--- src/include/mips_defines.svh ---
`ifndef MIPS_DEFINES_SVH
`define MIPS_DEFINES_SVH

`define MIPS_WORD_W 32
`define MIPS_REG_W 5

// primary opcodes
`define MIPS_OP_SPECIAL 6'b000000
`define MIPS_OP_LW 6'b100011
`define MIPS_OP_SW 6'b101011
`define MIPS_OP_BEQ 6'b000100
`define MIPS_OP_BNE 6'b000101
`define MIPS_OP_ADDIU 6'b001001
`define MIPS_OP_COP0 6'b010000

// funct field of SPECIAL
`define MIPS_FN_ADDU 6'b100001
`define MIPS_FN_SUBU 6'b100011
`define MIPS_FN_AND 6'b100100
`define MIPS_FN_OR 6'b100101
`define MIPS_FN_JR 6'b001000
`define MIPS_FN_MULT 6'b011000
`define MIPS_FN_MFHI 6'b010000
`define MIPS_FN_MFLO 6'b010010
`define MIPS_FN_MTHI 6'b010001
`define MIPS_FN_MTLO 6'b010011

// rs field of COP0
`define MIPS_CP0_MF 5'b00000
`define MIPS_CP0_MT 5'b00100

`endif
--- src/logic/mipsPkg.sv ---
package mipsPkg;

    // operand source for the D and E stage muxes
    typedef enum logic [2:0] {
        NOFORWARD = 3'd0,
        ALUSRCAE  = 3'd1,
        ALUOUTM   = 3'd2,
        RESULTW   = 3'd3,
        HIM       = 3'd4,
        LOM       = 3'd5,
        HIW       = 3'd6,
        LOW       = 3'd7
    } forwardT;

    // ALU_PASSA passes execute source A through (mfhi, mflo, mfc0)
    typedef enum logic [2:0] {
        ALU_ADD   = 3'd0,
        ALU_SUB   = 3'd1,
        ALU_AND   = 3'd2,
        ALU_OR    = 3'd3,
        ALU_PASSA = 3'd4
    } aluFuncT;

    // unknown words fall back to NOP
    typedef enum logic [4:0] {
        NOP   = 5'd0,
        ADDU  = 5'd1,
        SUBU  = 5'd2,
        AND   = 5'd3,
        OR    = 5'd4,
        ADDIU = 5'd5,
        LW    = 5'd6,
        SW    = 5'd7,
        BEQ   = 5'd8,
        BNE   = 5'd9,
        JR    = 5'd10,
        MULT  = 5'd11,
        MFHI  = 5'd12,
        MFLO  = 5'd13,
        MTHI  = 5'd14,
        MTLO  = 5'd15,
        MFC0  = 5'd16,
        MTC0  = 5'd17
    } decodedOpT;

endpackage

--- src/logic/hazardTop.sv ---
`timescale 1ns/100ps
`include "mips_defines.svh"

module hazardTop import mipsPkg::*; (
    input  logic                    clk,
    input  logic                    rstN,
    input  logic [`MIPS_WORD_W-1:0] instrD,
    input  logic                    iDataOk,
    input  logic                    dDataOk,
    input  logic                    exceptionValid,
    input  logic                    isEret,
    output logic                    stallF,
    output logic                    stallD,
    output logic                    stallE,
    output logic                    stallM,
    output logic                    flushD,
    output logic                    flushE,
    output logic                    flushM,
    output logic                    flushW,
    output logic                    flushEx,
    output forwardT                 forwardAD,
    output forwardT                 forwardBD,
    output forwardT                 forwardAE,
    output forwardT                 forwardBE
);
    // decode stage
    logic [`MIPS_REG_W-1:0] rsD, rtD, rdD, writeRegD;
    decodedOpT              opD;
    aluFuncT                aluFuncD;
    logic                   regWriteD, memToRegD, branchD, jrD;
    logic                   hiWriteD, loWriteD, cp0WriteD;
    logic                   hiToRegD, loToRegD, cp0ToRegD;

    // execute stage
    logic [`MIPS_REG_W-1:0] rsE, rtE, rdE, writeRegE;
    logic                   regWriteE, memToRegE;
    logic                   hiToRegE, loToRegE, cp0ToRegE;
    aluFuncT                aluFuncE;

    // memory stage
    logic [`MIPS_REG_W-1:0] rdM, writeRegM;
    logic                   regWriteM, memToRegM;
    logic                   hiWriteM, loWriteM, cp0WriteM;

    // write-back stage
    logic [`MIPS_REG_W-1:0] rdW, writeRegW;
    logic                   regWriteW;
    logic                   hiWriteW, loWriteW, cp0WriteW;

    instrDecode decodeInst (.*);

    stageTracker trackerInst (.*);

    hazard hazardInst (.*);

endmodule

--- src/logic/hazard.sv ---
`timescale 1ns/100ps
`include "mips_defines.svh"

module hazard import mipsPkg::*; (
    input  logic                   clk,
    input  logic                   rstN,
    input  logic [`MIPS_REG_W-1:0] rsD,
    input  logic [`MIPS_REG_W-1:0] rtD,
    input  decodedOpT              opD,
    input  logic                   branchD,
    input  logic                   jrD,
    input  logic [`MIPS_REG_W-1:0] rsE,
    input  logic [`MIPS_REG_W-1:0] rtE,
    input  logic [`MIPS_REG_W-1:0] rdE,
    input  logic [`MIPS_REG_W-1:0] writeRegE,
    input  logic                   regWriteE,
    input  logic                   memToRegE,
    input  logic                   hiToRegE,
    input  logic                   loToRegE,
    input  logic                   cp0ToRegE,
    input  aluFuncT                aluFuncE,
    input  logic [`MIPS_REG_W-1:0] rdM,
    input  logic [`MIPS_REG_W-1:0] writeRegM,
    input  logic                   regWriteM,
    input  logic                   memToRegM,
    input  logic                   hiWriteM,
    input  logic                   loWriteM,
    input  logic                   cp0WriteM,
    input  logic [`MIPS_REG_W-1:0] rdW,
    input  logic [`MIPS_REG_W-1:0] writeRegW,
    input  logic                   regWriteW,
    input  logic                   hiWriteW,
    input  logic                   loWriteW,
    input  logic                   cp0WriteW,
    input  logic                   iDataOk,
    input  logic                   dDataOk,
    input  logic                   exceptionValid,
    input  logic                   isEret,
    output logic                   stallF,
    output logic                   stallD,
    output logic                   stallE,
    output logic                   stallM,
    output logic                   flushD,
    output logic                   flushE,
    output logic                   flushM,
    output logic                   flushW,
    output logic                   flushEx,
    output forwardT                forwardAD,
    output forwardT                forwardBD,
    output forwardT                forwardAE,
    output forwardT                forwardBE
);
    logic lwStall;
    logic branchStall;
    logic isMultM;
    logic isMultW;
    logic specialM;
    logic specialW;

    // branch compare operands in D take E only when it passes source A
    function automatic forwardT decodeForward(input logic [`MIPS_REG_W-1:0] src);
        forwardT sel;
        if (src == '0) begin
            sel = NOFORWARD;
        end else if (regWriteE && writeRegE == src && aluFuncE == ALU_PASSA) begin
            sel = ALUSRCAE;
        end else if (regWriteM && writeRegM == src) begin
            sel = ALUOUTM;
        end else if (regWriteW && writeRegW == src) begin
            sel = RESULTW;
        end else begin
            sel = NOFORWARD;
        end
        return sel;
    endfunction

    always_comb begin
        forwardAD = decodeForward(rsD);
        forwardBD = decodeForward(rtD);
    end

    assign isMultM = hiWriteM & loWriteM;
    assign isMultW = hiWriteW & loWriteW;

    // hi/lo or cp0 (addressed by rd) written ahead of a reader in E
    assign specialM = (hiWriteM && hiToRegE) || (loWriteM && loToRegE) ||
                      (cp0WriteM && cp0ToRegE && rdM == rdE);
    assign specialW = (hiWriteW && hiToRegE) || (loWriteW && loToRegE) ||
                      (cp0WriteW && cp0ToRegE && rdW == rdE);

    always_comb begin
        if (isMultM && hiToRegE) begin
            forwardAE = HIM;
        end else if (isMultM && loToRegE) begin
            forwardAE = LOM;
        end else if (specialM) begin
            forwardAE = ALUOUTM;
        end else if (rsE != '0 && rsE == writeRegM && regWriteM) begin
            forwardAE = ALUOUTM;
        end else if (isMultW && hiToRegE) begin
            forwardAE = HIW;
        end else if (isMultW && loToRegE) begin
            forwardAE = LOW;
        end else if (specialW) begin
            forwardAE = RESULTW;
        end else if (rsE != '0 && rsE == writeRegW && regWriteW) begin
            forwardAE = RESULTW;
        end else begin
            forwardAE = NOFORWARD;
        end
    end

    always_comb begin
        if (rtE != '0 && rtE == writeRegM && regWriteM) begin
            forwardBE = ALUOUTM;
        end else if (rtE != '0 && rtE == writeRegW && regWriteW) begin
            forwardBE = RESULTW;
        end else begin
            forwardBE = NOFORWARD;
        end
    end

    assign lwStall = ((rsD == rtE) || (rtD == rtE)) && memToRegE;

    // mfhi/mflo/mfc0 in E are covered by the ALUSRCAE path
    assign branchStall = (branchD || jrD) && (aluFuncE != ALU_PASSA) &&
                         ((regWriteE && writeRegE == rsD) ||
                          (memToRegM && writeRegM == rsD) ||
                          (memToRegM && writeRegM == rtD) ||
                          ((opD == BEQ || opD == BNE) && regWriteE && writeRegE == rtD));

    assign flushEx = exceptionValid | isEret;

    assign stallF = ~iDataOk | ~dDataOk | ((lwStall | branchStall) & ~flushEx);
    assign stallD = ~dDataOk | ~iDataOk | ((lwStall | branchStall) & ~flushEx);
    assign stallE = ~dDataOk | (~iDataOk & flushEx);
    assign stallM = ~dDataOk | (~iDataOk & flushEx);

    assign flushD = flushEx;
    assign flushE = lwStall | branchStall | flushEx | ~iDataOk;
    assign flushM = flushEx;
    assign flushW = flushEx | ~dDataOk;

    // fetch logic outside relies on fetch and decode freezing together
    assert property (@(posedge clk) disable iff (!rstN) stallF == stallD);

    assert property (@(posedge clk) disable iff (!rstN) !dDataOk |-> stallM);

    assert property (@(posedge clk) disable iff (!rstN)
        (forwardAD == NOFORWARD || rsD != '0) &&
        (forwardBD == NOFORWARD || rtD != '0) &&
        (forwardBE == NOFORWARD || rtE != '0));

endmodule

--- src/logic/stageTracker.sv ---
`timescale 1ns/100ps
`include "mips_defines.svh"

module stageTracker import mipsPkg::*; (
    input  logic                   clk,
    input  logic                   rstN,
    input  logic [`MIPS_REG_W-1:0] rsD,
    input  logic [`MIPS_REG_W-1:0] rtD,
    input  logic [`MIPS_REG_W-1:0] rdD,
    input  logic [`MIPS_REG_W-1:0] writeRegD,
    input  decodedOpT              opD,
    input  aluFuncT                aluFuncD,
    input  logic                   regWriteD,
    input  logic                   memToRegD,
    input  logic                   hiWriteD,
    input  logic                   loWriteD,
    input  logic                   cp0WriteD,
    input  logic                   hiToRegD,
    input  logic                   loToRegD,
    input  logic                   cp0ToRegD,
    input  logic                   stallE,
    input  logic                   stallM,
    input  logic                   flushE,
    input  logic                   flushM,
    input  logic                   flushW,
    output logic [`MIPS_REG_W-1:0] rsE,
    output logic [`MIPS_REG_W-1:0] rtE,
    output logic [`MIPS_REG_W-1:0] rdE,
    output logic [`MIPS_REG_W-1:0] writeRegE,
    output logic                   regWriteE,
    output logic                   memToRegE,
    output logic                   hiToRegE,
    output logic                   loToRegE,
    output logic                   cp0ToRegE,
    output aluFuncT                aluFuncE,
    output logic [`MIPS_REG_W-1:0] rdM,
    output logic [`MIPS_REG_W-1:0] writeRegM,
    output logic                   regWriteM,
    output logic                   memToRegM,
    output logic                   hiWriteM,
    output logic                   loWriteM,
    output logic                   cp0WriteM,
    output logic [`MIPS_REG_W-1:0] rdW,
    output logic [`MIPS_REG_W-1:0] writeRegW,
    output logic                   regWriteW,
    output logic                   hiWriteW,
    output logic                   loWriteW,
    output logic                   cp0WriteW
);
    decodedOpT opE;
    decodedOpT opM;
    decodedOpT opW;
    logic      hiWriteE;
    logic      loWriteE;
    logic      cp0WriteE;

    // execute stage where a stall wins over a flush
    always_ff @(posedge clk) begin
        if (!rstN || (flushE && !stallE)) begin
            rsE       <= '0;
            rtE       <= '0;
            rdE       <= '0;
            writeRegE <= '0;
            opE       <= NOP;
            aluFuncE  <= ALU_ADD;
            regWriteE <= 1'b0;
            memToRegE <= 1'b0;
            hiWriteE  <= 1'b0;
            loWriteE  <= 1'b0;
            cp0WriteE <= 1'b0;
            hiToRegE  <= 1'b0;
            loToRegE  <= 1'b0;
            cp0ToRegE <= 1'b0;
        end else if (!stallE) begin
            rsE       <= rsD;
            rtE       <= rtD;
            rdE       <= rdD;
            writeRegE <= writeRegD;
            opE       <= opD;
            aluFuncE  <= aluFuncD;
            regWriteE <= regWriteD;
            memToRegE <= memToRegD;
            hiWriteE  <= hiWriteD;
            loWriteE  <= loWriteD;
            cp0WriteE <= cp0WriteD;
            hiToRegE  <= hiToRegD;
            loToRegE  <= loToRegD;
            cp0ToRegE <= cp0ToRegD;
        end
    end

    // memory stage
    always_ff @(posedge clk) begin
        if (!rstN || (flushM && !stallM)) begin
            rdM       <= '0;
            writeRegM <= '0;
            opM       <= NOP;
            regWriteM <= 1'b0;
            memToRegM <= 1'b0;
            hiWriteM  <= 1'b0;
            loWriteM  <= 1'b0;
            cp0WriteM <= 1'b0;
        end else if (!stallM) begin
            rdM       <= rdE;
            writeRegM <= writeRegE;
            opM       <= opE;
            regWriteM <= regWriteE;
            memToRegM <= memToRegE;
            hiWriteM  <= hiWriteE;
            loWriteM  <= loWriteE;
            cp0WriteM <= cp0WriteE;
        end
    end

    // write-back never stalls
    always_ff @(posedge clk) begin
        if (!rstN || flushW) begin
            rdW       <= '0;
            writeRegW <= '0;
            opW       <= NOP;
            regWriteW <= 1'b0;
            hiWriteW  <= 1'b0;
            loWriteW  <= 1'b0;
            cp0WriteW <= 1'b0;
        end else begin
            rdW       <= rdM;
            writeRegW <= writeRegM;
            opW       <= opM;
            regWriteW <= regWriteM;
            hiWriteW  <= hiWriteM;
            loWriteW  <= loWriteM;
            cp0WriteW <= cp0WriteM;
        end
    end

    // a flushed stage comes up as a bubble one edge later
    assert property (@(posedge clk) disable iff (!rstN)
        (flushE && !stallE) |=> (!regWriteE && opE == NOP));
    assert property (@(posedge clk) disable iff (!rstN)
        (flushM && !stallM) |=> (!regWriteM && opM == NOP));
    assert property (@(posedge clk) disable iff (!rstN)
        flushW |=> (!regWriteW && opW == NOP));

endmodule

--- src/logic/instrDecode.sv ---
`timescale 1ns/100ps
`include "mips_defines.svh"

module instrDecode import mipsPkg::*; (
    input  logic [`MIPS_WORD_W-1:0] instrD,
    output logic [`MIPS_REG_W-1:0]  rsD,
    output logic [`MIPS_REG_W-1:0]  rtD,
    output logic [`MIPS_REG_W-1:0]  rdD,
    output logic [`MIPS_REG_W-1:0]  writeRegD,
    output decodedOpT               opD,
    output aluFuncT                 aluFuncD,
    output logic                    regWriteD,
    output logic                    memToRegD,
    output logic                    branchD,
    output logic                    jrD,
    output logic                    hiWriteD,
    output logic                    loWriteD,
    output logic                    cp0WriteD,
    output logic                    hiToRegD,
    output logic                    loToRegD,
    output logic                    cp0ToRegD
);
    logic [5:0] opcode;
    logic [5:0] funct;

    assign opcode = instrD[31:26];
    assign rsD    = instrD[25:21];
    assign rtD    = instrD[20:16];
    assign rdD    = instrD[15:11];
    assign funct  = instrD[5:0];

    always_comb begin
        opD = NOP;
        case (opcode)
            `MIPS_OP_SPECIAL: begin
                case (funct)
                    `MIPS_FN_ADDU: opD = ADDU;
                    `MIPS_FN_SUBU: opD = SUBU;
                    `MIPS_FN_AND:  opD = AND;
                    `MIPS_FN_OR:   opD = OR;
                    `MIPS_FN_JR:   opD = JR;
                    `MIPS_FN_MULT: opD = MULT;
                    `MIPS_FN_MFHI: opD = MFHI;
                    `MIPS_FN_MFLO: opD = MFLO;
                    `MIPS_FN_MTHI: opD = MTHI;
                    `MIPS_FN_MTLO: opD = MTLO;
                    default:       opD = NOP;
                endcase
            end
            `MIPS_OP_LW:    opD = LW;
            `MIPS_OP_SW:    opD = SW;
            `MIPS_OP_BEQ:   opD = BEQ;
            `MIPS_OP_BNE:   opD = BNE;
            `MIPS_OP_ADDIU: opD = ADDIU;
            `MIPS_OP_COP0: begin
                // eret and friends are handled outside
                if (rsD == `MIPS_CP0_MF) begin
                    opD = MFC0;
                end else if (rsD == `MIPS_CP0_MT) begin
                    opD = MTC0;
                end
            end
            default: opD = NOP;
        endcase
    end

    always_comb begin
        case (opD)
            SUBU, BEQ, BNE:   aluFuncD = ALU_SUB;
            AND:              aluFuncD = ALU_AND;
            OR:               aluFuncD = ALU_OR;
            MFHI, MFLO, MFC0: aluFuncD = ALU_PASSA;
            default:          aluFuncD = ALU_ADD;
        endcase
    end

    assign regWriteD = opD inside {ADDU, SUBU, AND, OR, MFHI, MFLO, ADDIU, LW, MFC0};
    // i-type writers target rt
    assign writeRegD = (opD inside {LW, ADDIU, MFC0}) ? rtD : (regWriteD ? rdD : '0);
    assign memToRegD = (opD == LW);
    assign branchD   = opD inside {BEQ, BNE};
    assign jrD       = (opD == JR);
    assign hiWriteD  = opD inside {MULT, MTHI};
    assign loWriteD  = opD inside {MULT, MTLO};
    assign cp0WriteD = (opD == MTC0);
    assign hiToRegD  = (opD == MFHI);
    assign loToRegD  = (opD == MFLO);
    assign cp0ToRegD = (opD == MFC0);

endmodule

--- config.mk ---
export PLATFORM = sky130hd
export DESIGN_NAME = hazardTop
export DESIGN_NICKNAME = d
export VERILOG_FILES = /design/src/logic/mipsPkg.sv /design/src/logic/hazardTop.sv /design/src/logic/hazard.sv /design/src/logic/stageTracker.sv /design/src/logic/instrDecode.sv
export VERILOG_INCLUDE_DIRS = /design/src /design/src/include
export SDC_FILE = /design/constraint.sdc
export NUM_CORES = 1
export LEC_CHECK = 0
export BUFFER_PORTS_ARGS = -buffer_cell sky130_fd_sc_hd__buf_2
export CAP_MARGIN = 30
export CORE_MARGIN = 1.5
export CORE_UTILIZATION = 25
export DETAILED_ROUTE_END_ITERATION = 7
export PLACE_DENSITY_LB_ADDON = 0.12
export SYNTH_ARGS = -nofsm -noshare
export SYNTH_HDL_FRONTEND = slang
export SYNTH_SLANG_ARGS = --single-unit
--- constraint.sdc ---
create_clock -name clk -period 4 [get_ports clk]
set_input_delay 0.8 -clock clk [delete_from_list [all_inputs] [get_ports clk]]
set_output_delay 0.8 -clock clk [all_outputs]
set_load 0.03 [all_outputs]
* After elaboration in Yosys (flattened, before gate mapping)
Memories as Yosys holds them, arrays and structs flattened. A register that Yosys moved wholly into a read port is not among the register bits.
Cells that the tools add are included.
** Operators by class
- Equality and inequality tests :: 49
- Bitwise operators :: 15
- Reduce and logical (&&, ||, !) cells :: 63
- Mux-type cells :: 24
** Operator list (number)
- 5-bit equality test :: 14
- 3-bit 2-to-1 mux :: 14
- 5-bit by 4-bit equality test with 1-bit output, second input constant :: 8
- 4-bit one-hot mux with 10 select lines :: 1
- 1-bit logical AND :: 37
- 6-bit by 5-bit equality test with 1-bit output, second input constant :: 6
- 6-bit equality test, second input constant :: 6
- 5-bit one-hot mux with 7 select lines :: 1
- 5-bit by 3-bit equality test with 1-bit output, second input constant :: 4
- 5-bit 2-to-1 mux :: 4
- 1-bit logical OR :: 13
- 6-bit by 3-bit equality test with 1-bit output, second input constant :: 2
- 6-bit by 4-bit equality test with 1-bit output, second input constant :: 2
- 5-bit by 2-bit equality test with 1-bit output, second input constant :: 2
- 5-bit equality test, second input constant :: 2
- 5-bit logical NOT :: 2
- 5-bit nonzero test :: 2
- 9-bit nonzero test :: 1
- 2-bit 2-to-1 mux :: 4
- 1-bit bitwise OR :: 8
- 6-bit logical NOT :: 1
- 2-bit nonzero test :: 3
- 5-bit by 1-bit equality test with 1-bit output, second input constant :: 1
- 1-bit bitwise AND :: 4
- other kinds (5) :: 9
** Word-level totals
- Bits in registers :: 57
- Memory bits (read-only) :: 96
- Bits of input ports :: 38
- Memories :: 1
** Memory list
- (no name shown) :: words 32, width 3, read ports 1, clocked after memory_dff 1, wr ports 0, line instrDecode.sv:68 : case (opD)

* Logic depth before layout (Yosys ltp)
Gate-level depths: netlist of run 1.
- Depth after elaboration :: 15
- Depth in mapped cells :: 9

* Modules after synthesis
From an unflattened synthesis of run 1, not the netlist that was laid out.
** Unflattened totals
- Cells, all modules :: 520
- Area total of the unflattened synthesis :: 4224.1 um^2
** Modules (own cells, without submodules)
- stageTracker :: sequential area each 1201.2 um^2, area an instance 2187.1 um^2, times used 1, cells an instance 234
- hazard :: sequential area each 0.0 um^2, area an instance 1218.7 um^2, times used 1, cells an instance 173
- instrDecode :: sequential area each 0.0 um^2, area an instance 818.3 um^2, times used 1, cells an instance 113

* Least setup slack after synthesis of run 1
No wires, ideal clock.
- Path kind :: in2out
- Start point :: input port instrD[27]
- End point :: output port stallF
- Arrival time :: 3186 ps
- Stages on the path :: 8
- Setup slack :: 14 ps
- Data required time :: 3200 ps
- Path through :: nor4_4 > nand2_2 > o41a_1 > or3_1 > a221oi_2 > a21oi_1 > o21bai_1 > buf_4
** On the way
- Word-level cells in the longest chain between the ends :: 11
- Elaborated cells on any way between the ends :: 22
- Classes of those cells :: eq/ne: 9; mux: 1; bitwise: 3; reduce/logical: 9
** Ends and longest elaborated chain
- start, declared :: line hazardTop.sv:7 : input logic [`MIPS_WORD_W-1:0] instrD,
- 6-bit by 5-bit equality test with 1-bit output, or another cell as far along :: line instrDecode.sv:34 : case (opcode)
- 5-bit one-hot mux with 7 select lines (*) :: line instrDecode.sv:34
- 5-bit by 4-bit equality test with 1-bit output :: line hazard.sv:130, instrDecode.sv:81
- 1-bit logical OR :: line hazard.sv:130 : ((opD == BEQ || opD == BNE) && regWriteE && writeRegE == rtD));
- 1-bit logical AND (2 in series) :: line hazard.sv:130
- 1-bit logical OR :: line hazard.sv:129 : (memToRegM && writeRegM == rtD) ||
- 1-bit logical AND (*) :: line hazard.sv:126 : assign branchStall = (branchD || jrD) && (aluFuncE != ALU_PASSA) &&
- 1-bit bitwise OR (*)
- 1-bit bitwise AND (*)
- 1-bit bitwise OR (*)
- end, declared :: line hazardTop.sv:12 : output logic stallF,
Mark *: on every way between the ends. The rest lies on a longest branch, timed or not.

* Worst setup path after layout of run 1
- Start point :: input port instrD[27]
- End point :: output port stallD
** On the way
- Word-level cells in the longest chain between the ends :: 11
- Elaborated cells on any way between the ends :: 22
- Classes of those cells :: eq/ne: 9; mux: 1; bitwise: 3; reduce/logical: 9
** Ends and longest elaborated chain
- 6-bit by 5-bit equality test with 1-bit output, or another cell as far along :: line instrDecode.sv:34
- 5-bit one-hot mux with 7 select lines (*) :: line instrDecode.sv:34
- 5-bit by 4-bit equality test with 1-bit output :: line hazard.sv:130, instrDecode.sv:81
- 1-bit logical OR :: line hazard.sv:130
- 1-bit logical AND (2 in series) :: line hazard.sv:130
- 1-bit logical OR :: line hazard.sv:129
- 1-bit logical AND (*) :: line hazard.sv:126
- 1-bit bitwise OR (*) :: line hazard.sv:135 : assign stallD = ~dDataOk | ~iDataOk | ((lwStall | branchStall) & ~flushEx);
- 1-bit bitwise AND (*) :: line hazard.sv:135
- 1-bit bitwise OR (*) :: line hazard.sv:135
- end, declared :: line hazardTop.sv:13 : output logic stallD,
Marks and branches as above.

==> results of run 1 <==
-- area by class of cell --
cell class              instances  area [um2]  share of cell area [%]
multi-input cells             374        2350                    52.9
flip-flops and latches         60        1200                    27.1
repair buffers                 60         338                    7.61
well taps                     184         230                    5.19
clock inverters                 3        45.0                    1.01
clock buffers                  13         260                    5.86
inverters                       4        15.0                   0.338
-- cell usage after synthesis, drive strengths merged (4+ instances only) --
master,instances
nor2b,5
o21ai,8
nor4,12
nor2,31
buf,14
a211oi,4
nand3,16
a21oi,46
nor3b,4
a32oi,4
clkbuf,32
xor2,33
a22oi,13
and3,8
dfxtp,60
and2,16
o2111ai,5
xnor2,40
nand4,7
nor3,8
nand2,75
-- power by group --
group | switching (uW) | internal (uW)
Combinational | 130 | 73.1
Sequential | 15.3 | 608
Clock | 280 | 516
Total | 424 | 1200
-- layout by cell type (no fill, tap or decap), types with 5 or more instances in the layout --
cell type,synthesis,routed
dfxtp_1,60,60
o2111ai_1,5,5
nand4_1,7,7
and3_1,8,8
nand3_1,16,16
nor2b_1,5,5
a21oi_1,36,36
xor2_1,33,33
nand2_1,74,74
clkbuf_16,0,9
xnor2_1,40,40
a21oi_2,10,10
nor3_1,8,8
buf_2,1,50
o21ai_0,7,7
and2_1,16,16
nor4_1,11,11
a22oi_1,13,13
buf_4,7,9
nor2_1,31,31
-- metrics by stage --
stage / power [uW] / worst slack, ns
floorplan: 780 / 0.0138
global placement: 840 / 0.222
detailed placement: 841 / 0.229
CTS: 1640 / 0.218
global route: 1690 / 0.0830
finish: 1620 / 0.222
-- how the worst max path moves through the flow --
stage	from	endpoint	slack [ns]	cells after the start
finish	instrD[27]	stallD	0.22	9
CTS	instrD[27]	stallF	0.22	9
floorplan	instrD[27]	stallF	0.01	8
global placement	instrD[27]	stallD	0.22	9
global route	instrD[27]	stallF	0.08	9
detailed placement	instrD[27]	stallF	0.23	9
-- cells by family (layout without fill, tap and decap cells) --
family | after synthesis | in the layout
muxes | 1 | 1
DFF | 60 | 60
buffers and inverters | 50 | 80
xor gates and xnor gates | 73 | 73
AOI/OAI and AO/OA | 100 | 100
and+or+nand+nor | 197 | 197
other | 1 | 3
-- registers in the layout, indices dropped and copies added (netlist names), 3 cells and up --
signal,cells
trackerInst.rdM,5
trackerInst.rdE,5
trackerInst.rdW,5
trackerInst.writeRegE,5
trackerInst.writeRegM,5
trackerInst.rsE,5
trackerInst.aluFuncE,3
trackerInst.rtE,5
trackerInst.writeRegW,5
-- critical path, cell delays in order --
cell and delay, ns:
buf_2 0.13, nor4_4 0.34, nand2_2 0.13, o41a_1 0.40, or3_1 0.37, a221oi_2 0.28
a21oi_1 0.12, o21bai_1 0.18, buf_2 0.22
-- routing by layer --
layer | part of all wire (%) | up-vias | wire (um) | track usage (%)
met5 | 0 | - | 0 | 0
met4 | 0.94 | 0 | 106 | 3.65
met3 | 3.6 | 8 | 403 | 3.31
met2 | 47 | 63 | 5270 | 23.6
met1 | 49 | 1613 | 5470 | 19.9
li1 | - | 1712 | - | -
==> Implementation_results.wiki, run 1 <==
{| class="wikitable"
! Metric !! Value
|-
| Outcome || finished clean
|-
| Half-perimeter wire length after detailed placement || roughly 8000 um
|-
| Clock insertion delay at the later pin of the skew report || 0.33 ns
|-
| Final count of pins violating max slew || 0
|-
| Average cell area after synthesis || 7.84 um2
|-
| Number of H-tree branching levels || 3
|-
| Core box area || between 10000 and 15000 um2
|-
| Synthesized-area fraction occupied by and/or/nand/nor cells || 26.1%
|-
| Initial antenna violation count || 0
|-
| Number of instances in the synthesized netlist || approximately 480
|-
| Number of max-cap violations || 0
|-
| Critical hold path startpoint || trackerInst.memToRegM
|-
| Power density cells || around 370 nW/um2
|-
| Maximum ir drop on the vdd rail || ~0.21 mV
|-
| Unrepaired setup endpoints after global routing || no
|-
| Worst Setup End Kind || output port
|-
| Ratio of cells with drive above 1 in the final layout || 17.5%
|-
| Layout area overhead || 17.4%
|-
| Leakage power summed over all cells || around 0.0017 uW
|-
| Final setup skew || 0.00429 ns
|-
| Global-route wire length before repair || 18200 um
|-
| Final-layout fill cell count || 1597
|-
| Nets || 547
|-
| Async SR Flop Fraction || 0%
|-
| Sequential fraction of the synthesis area || 31.8%
|-
| Die Y-Extent || ~130 um
|-
| Detailed Routing Iterations Pass 1 || 6
|-
| Number of cell rows || 44
|-
| Post-cts repair resize count || 0
|-
| Hold violation count in the final report || 0
|-
| Setup slack of the worst register-to-register path || 1.56 ns
|-
| TritonCTS Sinks || 60
|-
| Syn Std Cell Area || between 3000 and 4000 um2
|-
| Final core occ || 30.3%
|-
| Setup repair bufs after CTS || 0
|-
| Worst max-slew margin expressed relative to the limit || 51.0%
|-
| TritonCTS buffer count || 9
|-
| Xor-xnor portion of the synthesized cell area || 16.9%
|-
| Initial cell density of the core || 25.8%
|-
| Avg WL per Cell || around 16 um
|-
| Port Buf Inserts || 50
|-
| Share of the clock period used by the worst path after layout || a little over nine tenths
|-
| Count of cells along the worst hold path || 2
|-
| Worst R2R End || trackerInst.rsE[4]
|-
| Total Neg Setup Slack || 0 ns
|-
| Top fanout value on the critical path || 5
|-
| Number of buffers on the longest clock path || 2
|-
| Number of endpoints failing setup at the final stage || 0
|-
| Via density per instance || 4.87
|-
| Total global routing track utilization || between 10% and 20%
|-
| Critical path startpoint category || input port
|-
| Number of non-filler instances in the completed layout || 698
|-
| Cell taking the most area after synthesis || dfxtp_1
|-
| Count of cells along the worst register-to-register path || 9
|-
| CTS tree || yes
|-
| Synth area leaders || dfxtp_1, xnor2_1, xor2_1
|-
| Diode insertion count for antenna repair || 0
|-
| Final ANT Viol Nets || 0
|-
| Dominant combinational cell family by area after synthesis || simple AND/OR/NAND/NOR gates
|-
| Startpoint of the worst register-to-register path || trackerInst.writeRegM[2]
|-
| Most common flop cell mapped by yosys || dfxtp_1
|-
| Worst-Margin Slew || 0.734 ns
|-
| Pin count of the biggest net entering global routing || 51
|-
| Count of cell types in the netlist || 56
|-
| Post-synthesis sequential element count || 60
|-
| Clock tree root buffer cell || clkbuf_16
|-
| Required arrival time at the worst endpoint || around 3.2 ns
|-
| GP Congestion || 0.777
|-
| Compound-cell area share of the yosys netlist || 18.6%
|-
| Via count of the first global-routing pass || between 3k and 4k
|-
| Achievable Freq || 265 MHz
|-
| Remaining design rule violation count || 0
|-
| Routed vias || 3396
|-
| Share of Yosys cell area claimed by the top area cell type || between 30% and 40%
|-
| Count of hold buffers inserted by post-cts repair || 0
|-
| DRC marker count from the first detailed-route iteration || 162
|-
| Number of enable-type register cells in the synthesized netlist || 0
|-
| Final-layout worst hold slack || around 0.45 ns
|-
| Endpoint arrival time on the critical path || about 3 ns
|-
| Total gr overflow || 0
|-
| Proportion of synthesized area in mux cells || less than 1%
|-
| Min Clock Period, post-route || 3.78 ns
|-
| Hold worst-path end || trackerInst.memToRegM
|-
| Synth Warn # || 0
|-
| Total Die Area || 15900 um2
|-
| Wire length after detailed routing || 11200 um
|-
| Area share of fa/ha/maj cells after synthesis || 0%
|-
| Top-Level Pins || 59
|-
| Design area || 4440 um2
|-
| Kind of critical path || in -> out
|-
| Min-Delay Path Class || reg -> reg
|-
| Placed Instance Area || between 4000 and 5000 um2
|-
| Die outline width || 126 um
|-
| Clock slew seen by the registers of the worst setup and hold paths || about 0.050 ns
|-
| Number of cells in the design after placement || about 680
|}
No activity file was read; power rests on OpenSTA's default activity.
==> inputs of run 2 (changes only) <==
--- a/config.mk
+++ b/config.mk
@@ -12,6 +12,8 @@
 export CORE_UTILIZATION = 25
 export DETAILED_ROUTE_END_ITERATION = 7
 export PLACE_DENSITY_LB_ADDON = 0.12
+export SKIP_CTS_REPAIR_TIMING = 1
 export SYNTH_ARGS = -nofsm -noshare
 export SYNTH_HDL_FRONTEND = slang
+export SYNTH_HIERARCHICAL = 1
 export SYNTH_SLANG_ARGS = --single-unit
==> run 2 against run 1 <==
  * Wire length increased by 8.6%
  * Flip-flop and latch count unchanged
  * Area after synthesis increased by 12%
  * Clock skew increased by 0.0017 ns
  * Synthesized cell count increased by 7.9%
  * Utilization decreased by 1.1 points
  * Total power decreased by 5.8%
  * Register-to-register slack improved by 0.10 ns
  * Combinational power decreased by 11%
  * Global-route usage decreased by 0.77 points
  * Design area increased by 8.7%
  * Critical path type unchanged
  * Critical endpoint unchanged
  * Highest routed layer unchanged
==> Implementation_results.wiki, run 2 <==
{| class="wikitable"
! Metric !! Value
|-
| Outcome || finished clean
|-
| Average cell area after synthesis || 8.12 um2 (+3.6%)
|-
| Critical path startpoint category || input port
|-
| Initial antenna violation count || 0 (unchanged)
|-
| Number of instances in the synthesized netlist || 520 (+7.9%)
|-
| Worst-Margin Slew || 0.816 ns (+0.0822 ns)
|-
| Initial cell density of the core || 25.6% (-0.26 points)
|-
| TritonCTS Sinks || 60 (unchanged)
|-
| Worst setup path startpoint || instrD[0]
|-
| Startpoint of the worst register-to-register path || trackerInst/writeRegM[2]
|-
| Clock slew seen by the registers of the worst setup and hold paths || 0.05 ns (about the same)
|-
| Clock insertion delay at the later pin of the skew report || 0.33 ns (about the same)
|-
| Core box area || 16500 um2 (+13%)
|-
| Syn Std Cell Area || 4220 um2 (+12%)
|-
| Number of max-cap violations || 0 (unchanged)
|-
| Pin count of the biggest net entering global routing || 93 (+82%)
|-
| Slowest stage delay, CP || 0.54 ns (+0.14 ns)
|-
| Total gr overflow || 0 (unchanged)
|-
| Required arrival time at the worst endpoint || 3.20 ns (about the same)
|-
| Die Y-Extent || 133 um (+5.6%)
|-
| Global-route wire length before repair || 19200 um (+5.7%)
|-
| Cell type of the slowest stage on the worst timing path || or4b_4
|-
| Wire length after detailed routing || 12200 um (+8.6%)
|-
| Number of endpoints failing setup at the final stage || 0 (unchanged)
|-
| Synth area leaders || dfxtp_1, xor2_1, nand2b_1
|-
| Kind of cell adding the most delay to the critical path || simple AND/OR/NAND/NOR gates
|-
| Most common cell after layout, fill and taps aside || dfxtp_1
|-
| Top fanout value on the critical path || 2 (-3)
|-
| Final-layout fill cell count || 1761 (+10%)
|-
| Top-Level Pins || 59 (unchanged)
|-
| Unrepaired setup endpoints after global routing || yes
|-
| Port Buf Inserts || 50 (unchanged)
|-
| GP Congestion || 0.789 (+1.4%)
|-
| Via count of the first global-routing pass || 3445 (+4.3%)
|-
| Avg WL per Cell || 16.0 um (-0.57%)
|-
| Detailed Routing Iterations Pass 1 || 4 (-2)
|-
| Worst max-slew margin expressed relative to the limit || 45.6% (-5.4 points)
|-
| Most used cells in the layout excluding fill and tap cells || dfxtp_1, nand3_1, nand2b_1
|-
| Routed vias || 3613 (+6.4%)
|-
| Final setup skew || 0.00598 ns (+0.00168 ns)
|-
| Via density per instance || 4.74 (-2.5%)
|-
| Share of Yosys cell area claimed by the top area cell type || 28.4% (-3.3 points)
|-
| Half-perimeter wire length after detailed placement || 8830 um (+11%)
|-
| Count of cells along the worst register-to-register path || 9 (unchanged)
|-
| Number of enable-type register cells in the synthesized netlist || 0 (unchanged)
|-
| Worst Setup End Kind || output port
|-
| Nets || 575 (+5.1%)
|-
| Hold violation count in the final report || 0 (unchanged)
|-
| Number of cell rows || 47 (+6.8%)
|-
| Final ANT Viol Nets || 0 (unchanged)
|-
| Share of the clock period used by the worst path after layout || 98.7% (+4.2 points)
|-
| Maximum ir drop on the vdd rail || 0.186 mV (-12%)
|-
| TritonCTS buffer count || 9 (unchanged)
|-
| DRC marker count from the first detailed-route iteration || 270 (+67%)
|-
| CTS tree || yes
|-
| Layout area overhead || 14.2%
|-
| Sequential fraction of the synthesis area || 28.4% (-3.3 points)
|-
| Remaining design rule violation count || 0 (unchanged)
|-
| Number of buffers on the longest clock path || 2 (unchanged)
|-
| Total global routing track utilization || 13.9% (-0.77 points)
|-
| Final count of pins violating max slew || 0 (unchanged)
|-
| Clock tree root buffer cell || clkbuf_16
|-
| Setup slack of the worst register-to-register path || 1.66 ns (+0.10 ns)
|-
| CP Cell Sequence || buf_6 -> or4b_4 -> a2111oi_4 -> o22ai_2 -> a21oi_4 -> nand2_2 -> nor4b_2 -> nor2_1 -> nor2_2 -> o21ai_1 -> o211ai_1 -> buf_4
|-
| Power density cells || 317 nW/um2 (-13%)
|-
| Count of cell types in the netlist || 65 (+16%)
|-
| Achievable Freq || 253 MHz (-4.3%)
|-
| Final-layout worst hold slack || 0.463 ns (+0.0113 ns)
|-
| Library cell with the highest instance count after synthesis || dfxtp_1
|-
| Ratio of cells with drive above 1 in the final layout || 19.2% (+1.7 points)
|-
| Async SR Flop Fraction || 0% (unchanged)
|-
| Synth Warn # || 6 (+6)
|-
| Commonest cells in the netlist || dfxtp_1, nand3_1, nand2b_1, o21ai_0, xor2_1
|-
| Post-synthesis sequential element count || 60 (unchanged)
|-
| Leakage power summed over all cells || 0.00184 uW (+11%)
|-
| Cell taking the most area after synthesis || dfxtp_1
|-
| Final core occ || 29.2% (-1.1 points)
|-
| Worst R2R End || trackerInst/rsE[3]
|-
| Number of H-tree branching levels || 3 (unchanged)
|-
| Die outline width || 133 um (+5.6%)
|-
| Critical Path End || stallD
|-
| Kind of critical path || in -> out
|-
| Diode insertion count for antenna repair || 0 (unchanged)
|-
| Min-Delay Path Class || reg -> reg
|-
| Most common flop cell mapped by yosys || dfxtp_1
|-
| Total Neg Setup Slack || 0 ns (unchanged)
|-
| Min Clock Period, post-route || 3.95 ns (+0.170 ns)
|-
| Combined buffer and inverter count along the critical path || 2 (unchanged)
|-
| Endpoint arrival time on the critical path || 3.15 ns (+0.17 ns)
|-
| Logic depth of the worst setup path including buffers || 12 (+3)
|-
| Total Die Area || 17700 um2 (+11%)
|}
-- run 2: cell type report --
| cell class | instances | area [um2] | share of cell area [%] |
|---|---|---|---|
| well taps | 220 | 275 | 5.71 |
| multi-input cells | 384 | 2610 | 54.1 |
| repair buffers | 66 | 388 | 8.04 |
| clock buffers | 13 | 270 | 5.60 |
| clock inverters | 3 | 20.0 | 0.415 |
| flip-flops and latches | 60 | 1200 | 24.9 |
| inverters | 16 | 60.1 | 1.24 |
-- run 2: cell families after synthesis --
| family | count (synthesis) | synth area share, % |
|---|---|---|
| and+or+nand+nor | 213 | 29.8 |
| AOI/OAI and AO/OA | 90 | 14.6 |
| buffers and inverters | 78 | 10.7 |
| xor gates and xnor gates | 72 | 14.9 |
| DFF | 60 | 28.4 |
| muxes | 6 | 1.42 |
| other | 1 | 0.0888 |
-- run 2: metal layers --
layer	global-route usage, %	routed length, um	vias up
li1	-	-	1806
met1	19.0	6000	1733
met2	22.5	5700	63
met3	1.99	364	11
met4	4.52	144	0
met5	0	0	-
-- run 2: power breakdown --
| part | switching [uW] | internal (uW) |
|---|---|---|
| logic | 112 | 67.2 |
| clock network | 275 | 469 |
| registers | 3.72 | 600 |
-- run 2: how the worst min path moves through the flow --
stage | start | end | slack [ns] | cells past startpoint
after detailed placement | trackerInst/hiWriteE | trackerInst/hiWriteE | 0.46 | 2
after floorplan | trackerInst/hiWriteE | trackerInst/hiWriteE | 0.44 | 2
after global routing | trackerInst/hiWriteE | trackerInst/hiWriteE | 0.49 | 2
after global placement | trackerInst/hiWriteE | trackerInst/hiWriteE | 0.45 | 2
after CTS | trackerInst/hiWriteE | trackerInst/hiWriteE | 0.47 | 2
final | trackerInst/hiWriteE | trackerInst/hiWriteE | 0.46 | 2
-- run 2: through the flow --
step	instances	total power [uW]	setup WS, ns	cell area (um2)
after global routing	762	1590	-0.165	4820
after detailed placement	741	793	-0.0289	4470
final	762	1530	0.0517	4820
after global placement	741	791	0.000199	4470
after CTS	757	1550	-0.0451	4760
after floorplan	522	758	-0.314	4240
-- run 2: worst reg2reg max path, cell delays in order (launching register included) --
cell and delay [ns]:
dfxtp_1 0.54, xor2_1 0.12, nor3_1 0.31, nand3_1 0.13, a21boi_1 0.28, o21ai_1 0.12, nand4b_1 0.11, nand2b_1 0.11
buf_4 0.33, o21ai_0 0.16
==> inputs of run 3 (changes only) <==
--- a/config.mk
+++ b/config.mk
@@ -12,7 +12,6 @@
 export CORE_UTILIZATION = 25
 export DETAILED_ROUTE_END_ITERATION = 7
 export PLACE_DENSITY_LB_ADDON = 0.12
-export SKIP_CTS_REPAIR_TIMING = 1
 export SYNTH_ARGS = -nofsm -noshare
 export SYNTH_HDL_FRONTEND = slang
 export SYNTH_HIERARCHICAL = 1
==> constraint.sdc (replaced) <==
create_clock -name clk -period 3.85 [get_ports clk]
set_input_delay 0.77 -clock clk [delete_from_list [all_inputs] [get_ports clk]]
set_output_delay 0.77 -clock clk [all_outputs]
set_load 0.03 [all_outputs]
==> run 3 against run 2 <==
  * The flow now finishes with violations (negative setup slack)
  * Design area is 3.9% higher
  * Global-route usage is 0.32 points higher
  * Clock skew down 0.0017 ns
  * Final cell count grew 2.6%
  * Worst hold slack lost 0.0028 ns
  * Critical endpoint unchanged
  * Largest cell class unchanged
==> Implementation_results.wiki, run 3 (synthesized netlist as in run 2, its figures left out) <==
{| class="wikitable"
! Metric !! Value
|-
| Final count of pins violating max slew || 0 (unchanged)
|-
| Violated checks || negative setup slack
|-
| Design area || 5010 um2 (+3.9%)
|-
| Number of cells in the design after placement || 750 (+1.2%)
|-
| Pin count of the biggest net entering global routing || 93 (unchanged)
|-
| Critical path startpoint category || input port
|-
| Worst-Margin Slew || 0.813 ns (-0.00313 ns)
|-
| Number of cell rows || 47 (unchanged)
|-
| Nets || 595 (+3.5%)
|-
| Routed vias || 3643 (+0.83%)
|-
| Portion of total power attributed to sequential cells || 39.3% (-0.2 points)
|-
| Via density per instance || 4.66 (-1.7%)
|-
| Final-layout fill cell count || 1758 (-0.17%)
|-
| Required arrival time at the worst endpoint || 3.08 ns (-0.12 ns)
|-
| Port Buf Inserts || 50 (unchanged)
|-
| TritonCTS Sinks || 60 (unchanged)
|-
| Hold violation count in the final report || 0 (unchanged)
|-
| Min-Delay Path Class || reg -> reg
|-
| Share of the clock period used by the worst path after layout || 101%
|-
| TritonCTS buffer count || 9 (unchanged)
|-
| Metal1 wirelength || 5940 um (-1.1%)
|-
| Psw || 403 uW (+3.1%)
|-
| Post-layout power || 1600 uW (+4.7%)
|-
| Global-route wire length before repair || 19400 um (+1.2%)
|-
| Initial antenna violation count || 1 (+1)
|-
| CP Cell Sequence || buf_6 -> or4b_4 -> a2111oi_4 -> buf_4 -> buf_4 -> o32ai_2 -> a21o_1 -> nor4b_4 -> nor2_2 -> nor2_2 -> o21ai_1 -> o211ai_1 -> buf_4
|-
| Multi-input gate area in the final layout || 2650 um2 (+1.3%)
|-
| Top-Level Pins || 59 (unchanged)
|-
| Leakage power summed over all cells || 0.00195 uW (+5.6%)
|-
| Detailed Routing Iterations Pass 1 || 4 (unchanged)
|-
| Die Y-Extent || 133 um (unchanged)
|-
| DRC marker count from the first detailed-route iteration || 173 (-36%)
|-
| Number of buffers on the longest clock path || 2 (unchanged)
|-
| Avg WL per Cell || 15.7 um (-1.8%)
|-
| WL met3 || 351 um (-3.6%)
|-
| Outcome || finished, violations left
|-
| GP Congestion || 0.778 (-1.3%)
|-
| Top fanout value on the critical path || 2 (unchanged)
|-
| Half-perimeter wire length after detailed placement || 8950 um (+1.3%)
|-
| Total gr overflow || 0 (unchanged)
|-
| Initial cell density of the core || 25.6% (unchanged)
|-
| Worst max-slew margin expressed relative to the limit || 45.7% (+0.091 points)
|-
| Power density cells || 319 nW/um2 (+0.70%)
|-
| CTS tree || yes
|-
| Total global routing track utilization || 14.2% (+0.32 points)
|-
| Layout area overhead || 18.7%
|-
| Endpoint arrival time on the critical path || 3.11 ns (-0.04 ns)
|-
| Final setup skew || 0.00431 ns (-0.00166 ns)
|-
| Clock tree root buffer cell || clkbuf_16
|-
| Die outline width || 133 um (unchanged)
|-
| Highest metal layer with signal wires || met5
|-
| Slowest stage delay, CP || 0.55 ns (about the same)
|-
| Final worst setup slack || -0.0256 ns (-0.0774 ns)
|-
| Min Clock Period, post-route || 3.88 ns
|-
| Clock insertion delay at the later pin of the skew report || 0.33 ns (about the same)
|-
| Via count of the first global-routing pass || 3438 (-0.20%)
|-
| Combined buffer and inverter count along the critical path || 4 (+2)
|-
| Amount of wire on met2 after detailed routing || 5850 um (+2.6%)
|-
| Sw frac || 25.2% (-0.39 points)
|-
| Cell type of the slowest stage on the worst timing path || or4b_4
|-
| Pre-CTS setup slack || -0.103 ns (-0.0737 ns)
|-
| Remaining design rule violation count || 0 (unchanged)
|-
| Diode insertion count for antenna repair || 0 (unchanged)
|-
| Achievable Freq || between 200 and 300 MHz
|-
| Wire length after detailed routing || 12300 um (+0.77%)
|-
| Number of non-filler instances in the completed layout || 782 (+2.6%)
|-
| Placed Instance Area || 4530 um2 (+1.5%)
|-
| Most common cell after layout, fill and taps aside || dfxtp_1
|-
| Worst Setup End Kind || output port
|-
| Final ANT Viol Nets || 0 (unchanged)
|-
| Maximum ir drop on the vdd rail || 0.204 mV (+10%)
|-
| Number of endpoints failing setup at the final stage || 4 (+4)
|-
| Proportion of power drawn by the clock network || 48.7% (about the same)
|-
| Number of max-cap violations || 0 (unchanged)
|-
| Kind of critical path || in -> out
|-
| Ratio of cells with drive above 1 in the final layout || 22.8% (+3.6 points)
|-
| Total Die Area || 17700 um2 (unchanged)
|-
| Number of H-tree branching levels || 3 (unchanged)
|-
| Kind of cell adding the most delay to the critical path || compound AO/OA/AOI/OAI gates
|-
| Most used cells in the layout excluding fill and tap cells || dfxtp_1, nand3_1, nand2b_1
|-
| Proportion of power drawn by combinational gates || 12.1% (+0.3 points)
|-
| Core box area || 16500 um2 (unchanged)
|-
| CP dominant cell by count || buf_4
|-
| Clock slew seen by the registers of the worst setup and hold paths || 0.05 ns (about the same)
|-
| Register area || 1200 um2 (unchanged)
|-
| Internal Dissipation || 1200 uW (+5.2%)
|-
| Unrepaired setup endpoints after global routing || yes
|}
-- run 3: cell count changes in the layout (fill, tap and decap cells not counted), moves of 2 or more --
cell,change
clkinv_2,+2
nor2_1,-3
clkbuf_8,-3
buf_4,+19
buf_6,+2
nor2_2,+2
-- run 3: worst paths after layout --
path	start	endpoint	slack (ns)	depth (start not counted)
hold reg to reg	trackerInst/hiWriteE	trackerInst/hiWriteE	0.46	2
setup reg to reg	trackerInst/writeRegM[2]	trackerInst/writeRegE[1]	1.51	9
hold / removal	trackerInst/hiWriteE	trackerInst/hiWriteE	0.46	2
setup / recovery	instrD[0]	stallD	-0.03	13
-- run 3: area by class of cell --
type | instances | share of cell area, %
Clock buffer | 11 | 4.64
Clock inverter | 5 | 1.05
Inverter | 16 | 1.20
Multi-Input combinational cell | 384 | 52.7
Sequential cell | 60 | 24.0
Tap cell | 220 | 5.49
Timing Repair Buffer | 86 | 10.9
-- run 3: power groups by stage --
stage                     logic, uW  clock network (uW)  registers [uW]
after CTS                       193                 803             628
after global routing            210                 833             628
final                           193                 778             628
after detailed placement        189                   0             641
after floorplan                 148                   0             639
after global placement          188                   0             641
-- run 3: per-stage QoR --
| step | utilization [%] | TNS, ns | hold slack (ns) |
|---|---|---|---|
| after floorplan | - | -0.527 | 0.437 |
| after global placement | 27.4 | -0.185 | 0.453 |
| after detailed placement | 27.4 | -0.260 | 0.458 |
| after CTS | 30.0 | -0.129 | 0.465 |
| after global routing | 30.3 | -0.669 | 0.488 |
| final | 30.3 | -0.0535 | 0.461 |
-- run 3: tightest hold or removal path: stages (launching register included) --
cell and delay [ns]:
dfxtp_1 0.31, nand3_1 0.06, o21ai_1 0.05
-- run 3: what timing repair did --
action | in CTS | in global routing
hold buffers | 0 | 0
cloned | 0 | 0
setup buffers | 15 | 2
endpoints found under the setup margin | 3 | 5
pin swaps | 2 | 3
gates resized for setup | 6 | 14
-- run 3: routing by layer --
| layer | global-route usage, % | up-vias |
|---|---|---|
| li1 | - | 1846 |
| met1 | 18.5 | 1723 |
| met2 | 23.8 | 59 |
| met3 | 2.53 | 13 |
| met4 | 4.58 | 2 |
| met5 | 0 | - |
